[src/logic/simd_mul_settings.svh]
////////////////////////////////////////////////////////////
// Width settings of the packed-SIMD fractional multiplier
////////////////////////////////////////////////////////////

`ifndef SIMD_MUL_SETTINGS_SVH
`define SIMD_MUL_SETTINGS_SVH

// Operand and result word
`define SIMD_MUL_XLEN   32

// Q7 and Q15 lane widths
`define SIMD_MUL_BYTE_W 8
`define SIMD_MUL_HALF_W 16

// Signed 9x9 kernel product
`define SIMD_MUL_PROD_W 18

`endif

[src/logic/simd_mul_pkg.sv]
////////////////////////////////////////////////////////////
// Shared types of the multiplier: width typedefs, op, mode
// and state enums, request, lane operand and kernel sum
// structs
////////////////////////////////////////////////////////////

`default_nettype none

`include "simd_mul_settings.svh"

package simd_mul_pkg;

  typedef logic [`SIMD_MUL_XLEN-1:0]   data_t;
  typedef logic [`SIMD_MUL_BYTE_W-1:0] byte_t;
  typedef logic [`SIMD_MUL_HALF_W-1:0] half_t;
  typedef logic [`SIMD_MUL_PROD_W-1:0] prod_t;
  // 32x16 partial product
  typedef logic [`SIMD_MUL_XLEN+`SIMD_MUL_HALF_W-1:0] part_t;

  typedef enum logic [2:0] {
    OP_KHM8,
    OP_KHMX8,
    OP_KHM16,
    OP_KHMX16,
    OP_MUL,
    OP_MULH,
    OP_MULHSU,
    OP_MULHU
  } mul_op_e;

  typedef enum logic [1:0] {
    M8x8,
    M16x16,
    M32x32
  } mul_mode_e;

  typedef enum logic [1:0] {
    IDLE,
    LOWER,
    UPPER,
    DONE
  } mul_state_e;

  typedef struct packed {
    mul_op_e op;
    data_t   a;
    data_t   b;
  } mul_req_t;

  // Kernel 0 takes a0/a1 and b0/b1, kernel 1 takes a2/a3 and b2/b3
  typedef struct packed {
    byte_t      a3, a2, a1, a0;
    byte_t      b3, b2, b1, b0;
    logic [3:0] a_signs;
    logic [3:0] b_signs;
  } lane_ops_t;

  typedef struct packed {
    prod_t p0_00, p0_01, p0_10, p0_11;
    prod_t p1_00, p1_01, p1_10, p1_11;
    data_t sum16_0;
    data_t sum16_1;
    part_t sum_32x16;
  } kernel_sums_t;

endpackage

`default_nettype wire

[src/logic/mul_kernel_array.sv]
////////////////////////////////////////////////////////////
// Kernel array: eight signed 9x9 products, the two 16x16
// kernel adders and the 32x16 adder
////////////////////////////////////////////////////////////

`timescale 1ns/1ns
`default_nettype none

`include "simd_mul_settings.svh"

module mul_kernel_array import simd_mul_pkg::*; (
  input  lane_ops_t    lanes_i,
  input  logic         low_word_i,
  output kernel_sums_t sums_o
);

  // 16x16 sum plus headroom for the unsigned case
  localparam int unsigned SumW = `SIMD_MUL_XLEN + 2;
  localparam int unsigned ExtW = $bits(part_t) - SumW;

  logic signed [SumW-1:0] k0_full, k1_full;
  part_t                  k0_term, k1_term;

  // One 8x8 kernel, the sign bit is the ninth operand bit
  function automatic prod_t kmul(input byte_t a, input logic sa, input byte_t b,
                                 input logic sb);
    logic signed [`SIMD_MUL_PROD_W-1:0] x;
    logic signed [`SIMD_MUL_PROD_W-1:0] y;
    x = $signed({sa, a});
    y = $signed({sb, b});
    return x * y;
  endfunction

  // Combines the four products of one kernel into a 16x16 product
  function automatic logic signed [SumW-1:0] ksum(input prod_t p00, input prod_t p01,
                                                   input prod_t p10, input prod_t p11);
    logic signed [SumW-1:0] hi;
    logic signed [SumW-1:0] mid;
    logic signed [SumW-1:0] lo;
    hi  = $signed(p11);
    mid = $signed(p01);
    mid = mid + $signed(p10);
    lo  = $signed(p00);
    return (hi <<< `SIMD_MUL_HALF_W) + (mid <<< `SIMD_MUL_BYTE_W) + lo;
  endfunction

  always_comb begin
    // Kernel 0
    sums_o.p0_00 = kmul(lanes_i.a0, lanes_i.a_signs[0], lanes_i.b0, lanes_i.b_signs[0]);
    sums_o.p0_01 = kmul(lanes_i.a0, lanes_i.a_signs[0], lanes_i.b1, lanes_i.b_signs[1]);
    sums_o.p0_10 = kmul(lanes_i.a1, lanes_i.a_signs[1], lanes_i.b0, lanes_i.b_signs[0]);
    sums_o.p0_11 = kmul(lanes_i.a1, lanes_i.a_signs[1], lanes_i.b1, lanes_i.b_signs[1]);
    // Kernel 1
    sums_o.p1_00 = kmul(lanes_i.a2, lanes_i.a_signs[2], lanes_i.b2, lanes_i.b_signs[2]);
    sums_o.p1_01 = kmul(lanes_i.a2, lanes_i.a_signs[2], lanes_i.b3, lanes_i.b_signs[3]);
    sums_o.p1_10 = kmul(lanes_i.a3, lanes_i.a_signs[3], lanes_i.b2, lanes_i.b_signs[2]);
    sums_o.p1_11 = kmul(lanes_i.a3, lanes_i.a_signs[3], lanes_i.b3, lanes_i.b_signs[3]);

    k0_full = ksum(sums_o.p0_00, sums_o.p0_01, sums_o.p0_10, sums_o.p0_11);
    k1_full = ksum(sums_o.p1_00, sums_o.p1_01, sums_o.p1_10, sums_o.p1_11);

    sums_o.sum16_0 = k0_full[`SIMD_MUL_XLEN-1:0];
    sums_o.sum16_1 = k1_full[`SIMD_MUL_XLEN-1:0];

    // Upper kernel shifted by a half word, lower one sign extended
    // unless only the low word is wanted
    k1_term = {k1_full[`SIMD_MUL_XLEN-1:0], {`SIMD_MUL_HALF_W{1'b0}}};
    k0_term = {{ExtW{k0_full[SumW-1] & ~low_word_i}}, k0_full};
    sums_o.sum_32x16 = k1_term + k0_term;
  end

endmodule

`default_nettype wire

[src/logic/mul_operand_router.sv]
////////////////////////////////////////////////////////////
// Operand router: op decode into mode and signedness,
// quadrant selection of b and the kernel sign bits
////////////////////////////////////////////////////////////

`timescale 1ns/1ns
`default_nettype none

module mul_operand_router import simd_mul_pkg::*; (
  input  mul_req_t  req_i,
  input  logic      upper_pass_i,
  output mul_mode_e mode_o,
  output logic      crossed_o,
  output logic      low_word_o,
  output lane_ops_t lanes_o
);

  logic       signed_a, signed_b;
  logic [1:0] quadrant;
  half_t      ker0_b, ker1_b;
  logic [3:0] a_msbs, b_msbs;
  logic [3:0] a_mask, b_mask;

  // Op decode
  always_comb begin
    mode_o    = M8x8;
    crossed_o = 1'b0;
    signed_a  = 1'b1;
    signed_b  = 1'b1;
    unique case (req_i.op)
      OP_KHMX8: begin
        crossed_o = 1'b1;
      end
      OP_KHM16: begin
        mode_o = M16x16;
      end
      OP_KHMX16: begin
        mode_o    = M16x16;
        crossed_o = 1'b1;
      end
      OP_MULH: begin
        mode_o = M32x32;
      end
      OP_MULHSU: begin
        mode_o   = M32x32;
        signed_b = 1'b0;
      end
      OP_MUL,
      OP_MULHU: begin
        mode_o   = M32x32;
        signed_a = 1'b0;
        signed_b = 1'b0;
      end
      default: begin
        mode_o = M8x8;
      end
    endcase
  end

  // Only mul keeps the low word of the product
  assign low_word_o = (req_i.op == OP_MUL);

  // Bit 0 moves b's upper half to kernel 0, bit 1 the lower half to kernel 1
  always_comb begin
    unique case (mode_o)
      M16x16:  quadrant = crossed_o ? 2'b11 : 2'b00;
      M32x32:  quadrant = upper_pass_i ? 2'b01 : 2'b10;
      default: quadrant = 2'b00;
    endcase
  end

  assign ker0_b = quadrant[0] ? req_i.b[31:16] : req_i.b[15:0];
  assign ker1_b = quadrant[1] ? req_i.b[15:0] : req_i.b[31:16];

  ////////////////////////////////////////////////////////////
  // Sign decoder
  ////////////////////////////////////////////////////////////
  assign a_msbs = {req_i.a[31], req_i.a[23], req_i.a[15], req_i.a[7]};
  assign b_msbs = {ker1_b[15], ker1_b[7], ker0_b[15], ker0_b[7]};

  // Sign bits sit on the top byte of each lane
  always_comb begin
    unique case (mode_o)
      M16x16: begin
        a_mask = {signed_a, 1'b0, signed_a, 1'b0};
        b_mask = {signed_b, 1'b0, signed_b, 1'b0};
      end
      M32x32: begin
        a_mask = {signed_a, 3'b000};
        b_mask = {signed_b & upper_pass_i, 1'b0, signed_b & upper_pass_i, 1'b0};
      end
      default: begin
        a_mask = {4{signed_a}};
        b_mask = {4{signed_b}};
      end
    endcase
  end

  assign lanes_o = '{
    a3:      req_i.a[31:24],
    a2:      req_i.a[23:16],
    a1:      req_i.a[15:8],
    a0:      req_i.a[7:0],
    b3:      ker1_b[15:8],
    b2:      ker1_b[7:0],
    b1:      ker0_b[15:8],
    b0:      ker0_b[7:0],
    a_signs: a_msbs & a_mask,
    b_signs: b_msbs & b_mask
  };

endmodule

`default_nettype wire

[src/logic/mul_result_select.sv]
////////////////////////////////////////////////////////////
// Result select: lane saturation, Q7/Q15 extraction and
// the 32x32 upper-pass combine adder
////////////////////////////////////////////////////////////

`timescale 1ns/1ns
`default_nettype none

`include "simd_mul_settings.svh"

module mul_result_select import simd_mul_pkg::*; (
  input  mul_mode_e    mode_i,
  input  logic         crossed_i,
  input  mul_op_e      op_i,
  input  logic         upper_pass_i,
  input  lane_ops_t    lanes_i,
  input  kernel_sums_t sums_i,
  input  part_t        part_i,
  output data_t        result_o,
  output logic         ov_o
);

  localparam int unsigned Q7Lo  = `SIMD_MUL_BYTE_W - 1;
  localparam int unsigned Q7Hi  = 2 * `SIMD_MUL_BYTE_W - 2;
  localparam int unsigned Q15Lo = `SIMD_MUL_HALF_W - 1;
  localparam int unsigned Q15Hi = 2 * `SIMD_MUL_HALF_W - 2;
  localparam int unsigned PartW = $bits(part_t);

  localparam byte_t Q7Min  = 8'h80;
  localparam byte_t Q7Max  = 8'h7f;
  localparam half_t Q15Min = 16'h8000;
  localparam half_t Q15Max = 16'h7fff;

  prod_t [3:0] lane_p;
  byte_t [3:0] b_pair;
  byte_t [3:0] q7;
  half_t [1:0] q15;
  logic  [3:0] byte_sat;
  logic  [1:0] half_sat;
  logic        signed_a, low_word;
  part_t       comb_a, comb_b, comb_sum;

  ////////////////////////////////////////////////////////////
  // Saturation
  ////////////////////////////////////////////////////////////
  // Crossed Q7 lanes pair each a byte with its neighbour in b
  assign b_pair = crossed_i ? {lanes_i.b2, lanes_i.b3, lanes_i.b0, lanes_i.b1} :
                              {lanes_i.b3, lanes_i.b2, lanes_i.b1, lanes_i.b0};

  assign byte_sat[0] = (lanes_i.a0 == Q7Min) && (b_pair[0] == Q7Min);
  assign byte_sat[1] = (lanes_i.a1 == Q7Min) && (b_pair[1] == Q7Min);
  assign byte_sat[2] = (lanes_i.a2 == Q7Min) && (b_pair[2] == Q7Min);
  assign byte_sat[3] = (lanes_i.a3 == Q7Min) && (b_pair[3] == Q7Min);

  // Halves of b arrive already swapped for the crossed Q15 op
  assign half_sat[0] = ({lanes_i.a1, lanes_i.a0} == Q15Min) &&
                       ({lanes_i.b1, lanes_i.b0} == Q15Min);
  assign half_sat[1] = ({lanes_i.a3, lanes_i.a2} == Q15Min) &&
                       ({lanes_i.b3, lanes_i.b2} == Q15Min);

  // Lane results
  assign lane_p = crossed_i ? {sums_i.p1_10, sums_i.p1_01, sums_i.p0_10, sums_i.p0_01} :
                              {sums_i.p1_11, sums_i.p1_00, sums_i.p0_11, sums_i.p0_00};

  always_comb begin
    for (int i = 0; i < 4; i++) begin
      q7[i] = byte_sat[i] ? Q7Max : lane_p[i][Q7Hi:Q7Lo];
    end
    q15[0] = half_sat[0] ? Q15Max : sums_i.sum16_0[Q15Hi:Q15Lo];
    q15[1] = half_sat[1] ? Q15Max : sums_i.sum16_1[Q15Hi:Q15Lo];
  end

  ////////////////////////////////////////////////////////////
  // 32x32 combine adder
  ////////////////////////////////////////////////////////////
  assign signed_a = (op_i == OP_MULH) || (op_i == OP_MULHSU);
  assign low_word = (op_i == OP_MUL);

  always_comb begin
    if (low_word) begin
      comb_a = {sums_i.sum_32x16[`SIMD_MUL_HALF_W-1:0], {`SIMD_MUL_XLEN{1'b0}}};
      comb_b = {part_i[`SIMD_MUL_XLEN-1:0], {`SIMD_MUL_HALF_W{1'b0}}};
    end else begin
      // Lower partial shifted down a half word
      comb_a = sums_i.sum_32x16;
      comb_b = {{`SIMD_MUL_HALF_W{part_i[PartW-1] & signed_a}},
                part_i[PartW-1:`SIMD_MUL_HALF_W]};
    end
  end

  assign comb_sum = comb_a + comb_b;

  // Final mux
  always_comb begin
    unique case (mode_i)
      M8x8: begin
        result_o = q7;
        ov_o     = |byte_sat;
      end
      M16x16: begin
        result_o = q15;
        ov_o     = |half_sat;
      end
      default: begin
        // Lower pass only shows the partial low word
        result_o = upper_pass_i ? comb_sum[PartW-1:`SIMD_MUL_HALF_W] :
                                  sums_i.sum_32x16[`SIMD_MUL_XLEN-1:0];
        ov_o     = 1'b0;
      end
    endcase
  end

endmodule

`default_nettype wire

[src/logic/simd_mul_ctrl.sv]
////////////////////////////////////////////////////////////
// Multiplier controller: pass FSM, request, partial product
// and result registers, result hold under back-pressure
////////////////////////////////////////////////////////////

`timescale 1ns/1ns
`default_nettype none

module simd_mul_ctrl import simd_mul_pkg::*; (
  input  logic     clk_i,
  input  logic     rst_ni,
  input  logic     start_i,
  input  mul_req_t req_i,
  input  logic     ready_i,
  input  part_t    part_i,
  input  data_t    result_i,
  input  logic     ov_i,
  output mul_req_t req_o,
  output logic     upper_pass_o,
  output part_t    part_o,
  output logic     valid_o,
  output data_t    result_o,
  output logic     ov_o,
  output logic     busy_o
);

  mul_state_e state_q, state_d;
  mul_req_t   req_q;
  part_t      part_q;
  data_t      result_q;
  logic       ov_q;
  logic       wide_op;
  logic       accept, finish;

  // 32x32 ops need the second pass
  assign wide_op = req_q.op inside {OP_MUL, OP_MULH, OP_MULHSU, OP_MULHU};
  assign accept  = start_i && (state_q == IDLE);
  assign finish  = ((state_q == LOWER) && !wide_op) || (state_q == UPPER);

  ////////////////////////////////////////////////////////////
  // Pass FSM
  ////////////////////////////////////////////////////////////
  always_comb begin
    state_d = state_q;
    unique case (state_q)
      IDLE: begin
        if (start_i) begin
          state_d = LOWER;
        end
      end
      LOWER:   state_d = wide_op ? UPPER : DONE;
      UPPER:   state_d = DONE;
      DONE: begin
        // Hold until the consumer takes the result
        if (ready_i) begin
          state_d = IDLE;
        end
      end
      default: state_d = IDLE;
    endcase
  end

  always_ff @(posedge clk_i or negedge rst_ni) begin
    if (!rst_ni) begin
      state_q <= IDLE;
      ov_q    <= 1'b0;
    end else begin
      state_q <= state_d;
      if (finish) begin
        ov_q <= ov_i;
      end
    end
  end

  // Request, lower partial and result
  always_ff @(posedge clk_i) begin
    if (accept) begin
      req_q <= req_i;
    end
    if ((state_q == LOWER) && wide_op) begin
      part_q <= part_i;
    end
    if (finish) begin
      result_q <= result_i;
    end
  end

  assign req_o        = req_q;
  assign upper_pass_o = (state_q == UPPER);
  assign part_o       = part_q;
  assign valid_o      = (state_q == DONE);
  assign result_o     = result_q;
  assign ov_o         = ov_q;
  assign busy_o       = (state_q != IDLE);

endmodule

`default_nettype wire

[src/logic/simd_mul_top.sv]
////////////////////////////////////////////////////////////
// Top level of the SIMD fractional multiplier
////////////////////////////////////////////////////////////

`timescale 1ns/1ns
`default_nettype none

module simd_mul_top import simd_mul_pkg::*; (
  input  logic     clk_i,
  input  logic     rst_ni,
  input  logic     start_i,
  input  mul_req_t req_i,
  input  logic     ready_i,
  output logic     valid_o,
  output data_t    result_o,
  output logic     ov_o,
  output logic     busy_o
);

  mul_req_t     req_q;
  logic         upper_pass;
  part_t        part_q;
  mul_mode_e    mode;
  logic         crossed;
  logic         low_word;
  lane_ops_t    lanes;
  kernel_sums_t sums;
  data_t        sel_result;
  logic         sel_ov;

  simd_mul_ctrl ctrl_inst (
    .clk_i        (clk_i),
    .rst_ni       (rst_ni),
    .start_i      (start_i),
    .req_i        (req_i),
    .ready_i      (ready_i),
    .part_i       (sums.sum_32x16),
    .result_i     (sel_result),
    .ov_i         (sel_ov),
    .req_o        (req_q),
    .upper_pass_o (upper_pass),
    .part_o       (part_q),
    .valid_o      (valid_o),
    .result_o     (result_o),
    .ov_o         (ov_o),
    .busy_o       (busy_o)
  );

  mul_operand_router router_inst (
    .req_i        (req_q),
    .upper_pass_i (upper_pass),
    .mode_o       (mode),
    .crossed_o    (crossed),
    .low_word_o   (low_word),
    .lanes_o      (lanes)
  );

  mul_kernel_array kernel_inst (
    .lanes_i    (lanes),
    .low_word_i (low_word),
    .sums_o     (sums)
  );

  mul_result_select select_inst (
    .mode_i       (mode),
    .crossed_i    (crossed),
    .op_i         (req_q.op),
    .upper_pass_i (upper_pass),
    .lanes_i      (lanes),
    .sums_i       (sums),
    .part_i       (part_q),
    .result_o     (sel_result),
    .ov_o         (sel_ov)
  );

endmodule

`default_nettype wire

[config.mk]
export PLATFORM = sky130hd
export DESIGN_NAME = simd_mul_top
export DESIGN_NICKNAME = d
export VERILOG_FILES = /design/src/logic/simd_mul_pkg.sv /design/src/logic/mul_kernel_array.sv /design/src/logic/mul_operand_router.sv /design/src/logic/mul_result_select.sv /design/src/logic/simd_mul_ctrl.sv /design/src/logic/simd_mul_top.sv
export VERILOG_INCLUDE_DIRS = /design/src /design/src/logic
export SDC_FILE = /design/constraint.sdc
export NUM_CORES = 2
export LEC_CHECK = 0
export BUFFER_PORTS_ARGS = -buffer_cell sky130_fd_sc_hd__buf_4
export CAP_MARGIN = 20
export CORE_UTILIZATION = 40
export DETAILED_ROUTE_END_ITERATION = 10
export SLEW_MARGIN = 30
export SYNTH_ARGS = -nofsm -noshare
export SYNTH_HDL_FRONTEND = slang
export SYNTH_SLANG_ARGS = --single-unit
[constraint.sdc]
create_clock -name clk_i -period 16.8 [get_ports clk_i]
set_input_delay 2.52 -clock clk_i [delete_from_list [all_inputs] [get_ports clk_i]]
set_output_delay 2.52 -clock clk_i [all_outputs]
set_load 0.05 [all_outputs]
==> flow_summary.yaml <==
timing:
  setup_violations: 0
  period_needed_ns: 15.48
  timing.setup.tns_ns: 0
  relSlewSlack_pct: 26.6
  worst_slack_ns: 1.32
  tightest_slew_ns: 1.08
  fin_crit_sh_pct: 92.1
  slew_viol_final: 0
  clock_skew_ns: 0.0275
  grt_setup_unrepaired: "false"
  fmax_mhz: 64.6
  final_hold_viol_count: 0
worst_setup_path:
  cpMostUsedCell: "a21oi_1"
  crit_type: "reg2reg"
  crit_path_max_incr_delay_ns: 0.86
  worst_ep_required_time_ns: 17.05
  cp-end-kind: "flop"
  slowest_stage: "mux2_1"
  arrival_ns: 15.73
  worst-r2r-setup-slack_ns: 1.32
  critical_path.max_fanout: 26
  setup.worst_path.start_class: "flop"
clocking:
  cts_post_setup_buffers_inserted: 0
  clock-sinks: 150
  clockBufferDepth: 2
  clkLatencyLatePin_ns: 0.54
  ctsHoldBuffers: 0
  cts_tree: "yes"
  cts_root_buf: "clkbuf_16"
  cts_max_level: 4
  postCtsResizedCells: 0
  cts.clk_slew.worst_paths_ns: 0.09
  cts_buffers: 17
synthesis:
  synthCells: 4400
  yosys_register_bits: 150
  netlist_area_mm2: 0.0391
  yosysSeqAreaShare_pct: 11.5
  ys_types: 84
  ys_async_sr_fraction_pct: 2.00
  ys_warn_count: 0
  synth_edf_count: 147
  synthesis.nets: 5537
  syn_avg_cell_area_um2: 8.88
  synth-main-ff-cell: "edfxtp_1"
final_layout:
  multi_input_area_mm2: 0.0311
  area_growth_syn_to_layout_pct: 7.36
  num-nets-final: 5566
  nFillCells: 9548
  drive_gt1_share_pct: 5.85
  design_area_mm2: 0.0420
  regArea_mm2: 0.00449
routing:
  ant_nets: 0
  viasPerCell: 5.32
  avgRoutedWirePerCell_um: 19.9
  via_count: 30500
  drt_pass1_iterations: 5
  routed_wl_um: 114000
  drc: 0
  drtIter0Drc: 2228
run_status:
  status: "finished clean"
global_routing:
  grt_usage_pct: 23.7
  grt.overflow.total: 0
  grt_max_degree: 75
  grt_pass1_vias: 31100
  antenna_found_initial: 1
  grt_pass1_wl_um: 179000
place:
  gp_congestion: 0.939
  placed_cell_area_mm2: 0.0414
  dpl.hpwl_um: 91000
  io_buffers: 105
  place_ws_ns: 1.49
job:
  max-cap-violations: 0
floorplanning:
  die_w_um: 315
  core_area_mm2: 0.0967
  initial_core_util_pct: 40.4
  die_h_um: 315
  die_area_mm2: 0.0990
  pin_count: 106
  num_rows: 114
worst_hold_path:
  hold_path.class: "reg2reg"
through the flow:
step | std cells | hold slack, ns | utilization [%]
CTS | 5716 | 0.554 | 43.4
global placement | 5684 | 0.549 | 42.7
finish | 5721 | 0.547 | 43.4
global route | 5718 | 0.615 | 43.4
detailed placement | 5684 | 0.540 | 42.8
floorplan | 4400 | 0.533 | -
cells in the mapped netlist (all sizes together), types with 65 or more instances:
cell type	n	area share, %
a21o	79	1.5
a21oi	203	2.6
and2	277	4.4
clkbuf	118	1.1
edfxtp	147	11
fa	583	30
ha	483	15
inv	794	7.6
nand2	509	4.9
nor2	204	2.0
o21ai	121	1.5
xnor2	217	4.9
xor2	65	1.5
final timing paths:
check,cells past startpoint,to,from
max in group asynchronous,1,ctrl_inst.ov_o,rst_ni
hold / removal,2,ctrl_inst.ov_o,ctrl_inst.ov_o
setup / recovery,57,ctrl_inst.result_o[31],ctrl_inst.req_o[65]
min in group asynchronous,1,ctrl_inst.state_q[0],rst_ni
hold reg to reg,2,ctrl_inst.ov_o,ctrl_inst.ov_o
setup reg to reg,57,ctrl_inst.result_o[31],ctrl_inst.req_o[65]
critical path: cells and delay by family, from the launching register on:
kind / cells / cell delay [ns]
AND/OR/NAND/NOR: 13 / 2.49
buffers and inverters: 4 / 0.62
flip-flops: 1 / 0.78
multiplexers: 1 / 0.86
adder cells (fa/ha/maj): 11 / 4.58
XOR/XNOR: 6 / 1.56
AO/OA/AOI/OAI: 22 / 4.23
cell families (layout without fill, tap and decap cells):
group	count (synthesis)	after routing	synth area share, %
fa+ha+maj	1068	1068	45.4
xor+xnor	285	285	6.51
flops	150	150	11.5
buf+inv	950	992	9.13
compound gates	648	648	10.7
simple gates	1241	1241	15.2
mux	58	58	1.61
other cells	0	3	0
cell type report:
cell class	count	share of cell area (%)
Antenna cell	3	0.0179
Clock buffer	18	1.02
Clock inverter	14	0.346
Inverter	796	7.12
Multi-Input combinational cell	3300	74.0
Sequential cell	150	10.7
Tap cell	1276	3.80
Timing Repair Buffer	164	2.96
flip-flops by register name, summed over array words and instances, names as in the netlist:
signal / count
ctrl_inst.ov_o: 1
ctrl_inst.part_o: 48
ctrl_inst.req_o: 67
ctrl_inst.result_o: 32
ctrl_inst.state_q: 2
layer usage:
metal	routed length, um	global-route usage [%]	up-vias
met1	52000	33.5	15200
met5	0	0	-
met3	7220	3.16	139
met4	2610	6.17	0
li1	-	-	14200
met2	52000	38.2	952
cells in the final DEF, fill, tap and decap left out, types with 22 or more instances in the layout:
cell      Yosys  final
a211oi_1     22     22
a21o_1       79     79
a21oi_1     203    203
and2_1      277    275
buf_4         0    162
edfxtp_1    147    147
fa_1        583    583
ha_1        483    483
inv_1       792    792
mux2_2       37     37
nand2_1     508    507
nand2b_1     54     54
nand3_1      35     35
nor2_1      204    203
nor2b_1      28     27
nor3_1       36     35
o21a_1       22     22
o21ai_0     106    106
o21bai_1     64     64
or3_1        27     26
xnor2_1     216    216
xor2_1       65     65
Power is left out: the tool's default activity adds up to more than one toggle a clock period on the data nets, which glitch-free logic cannot reach.
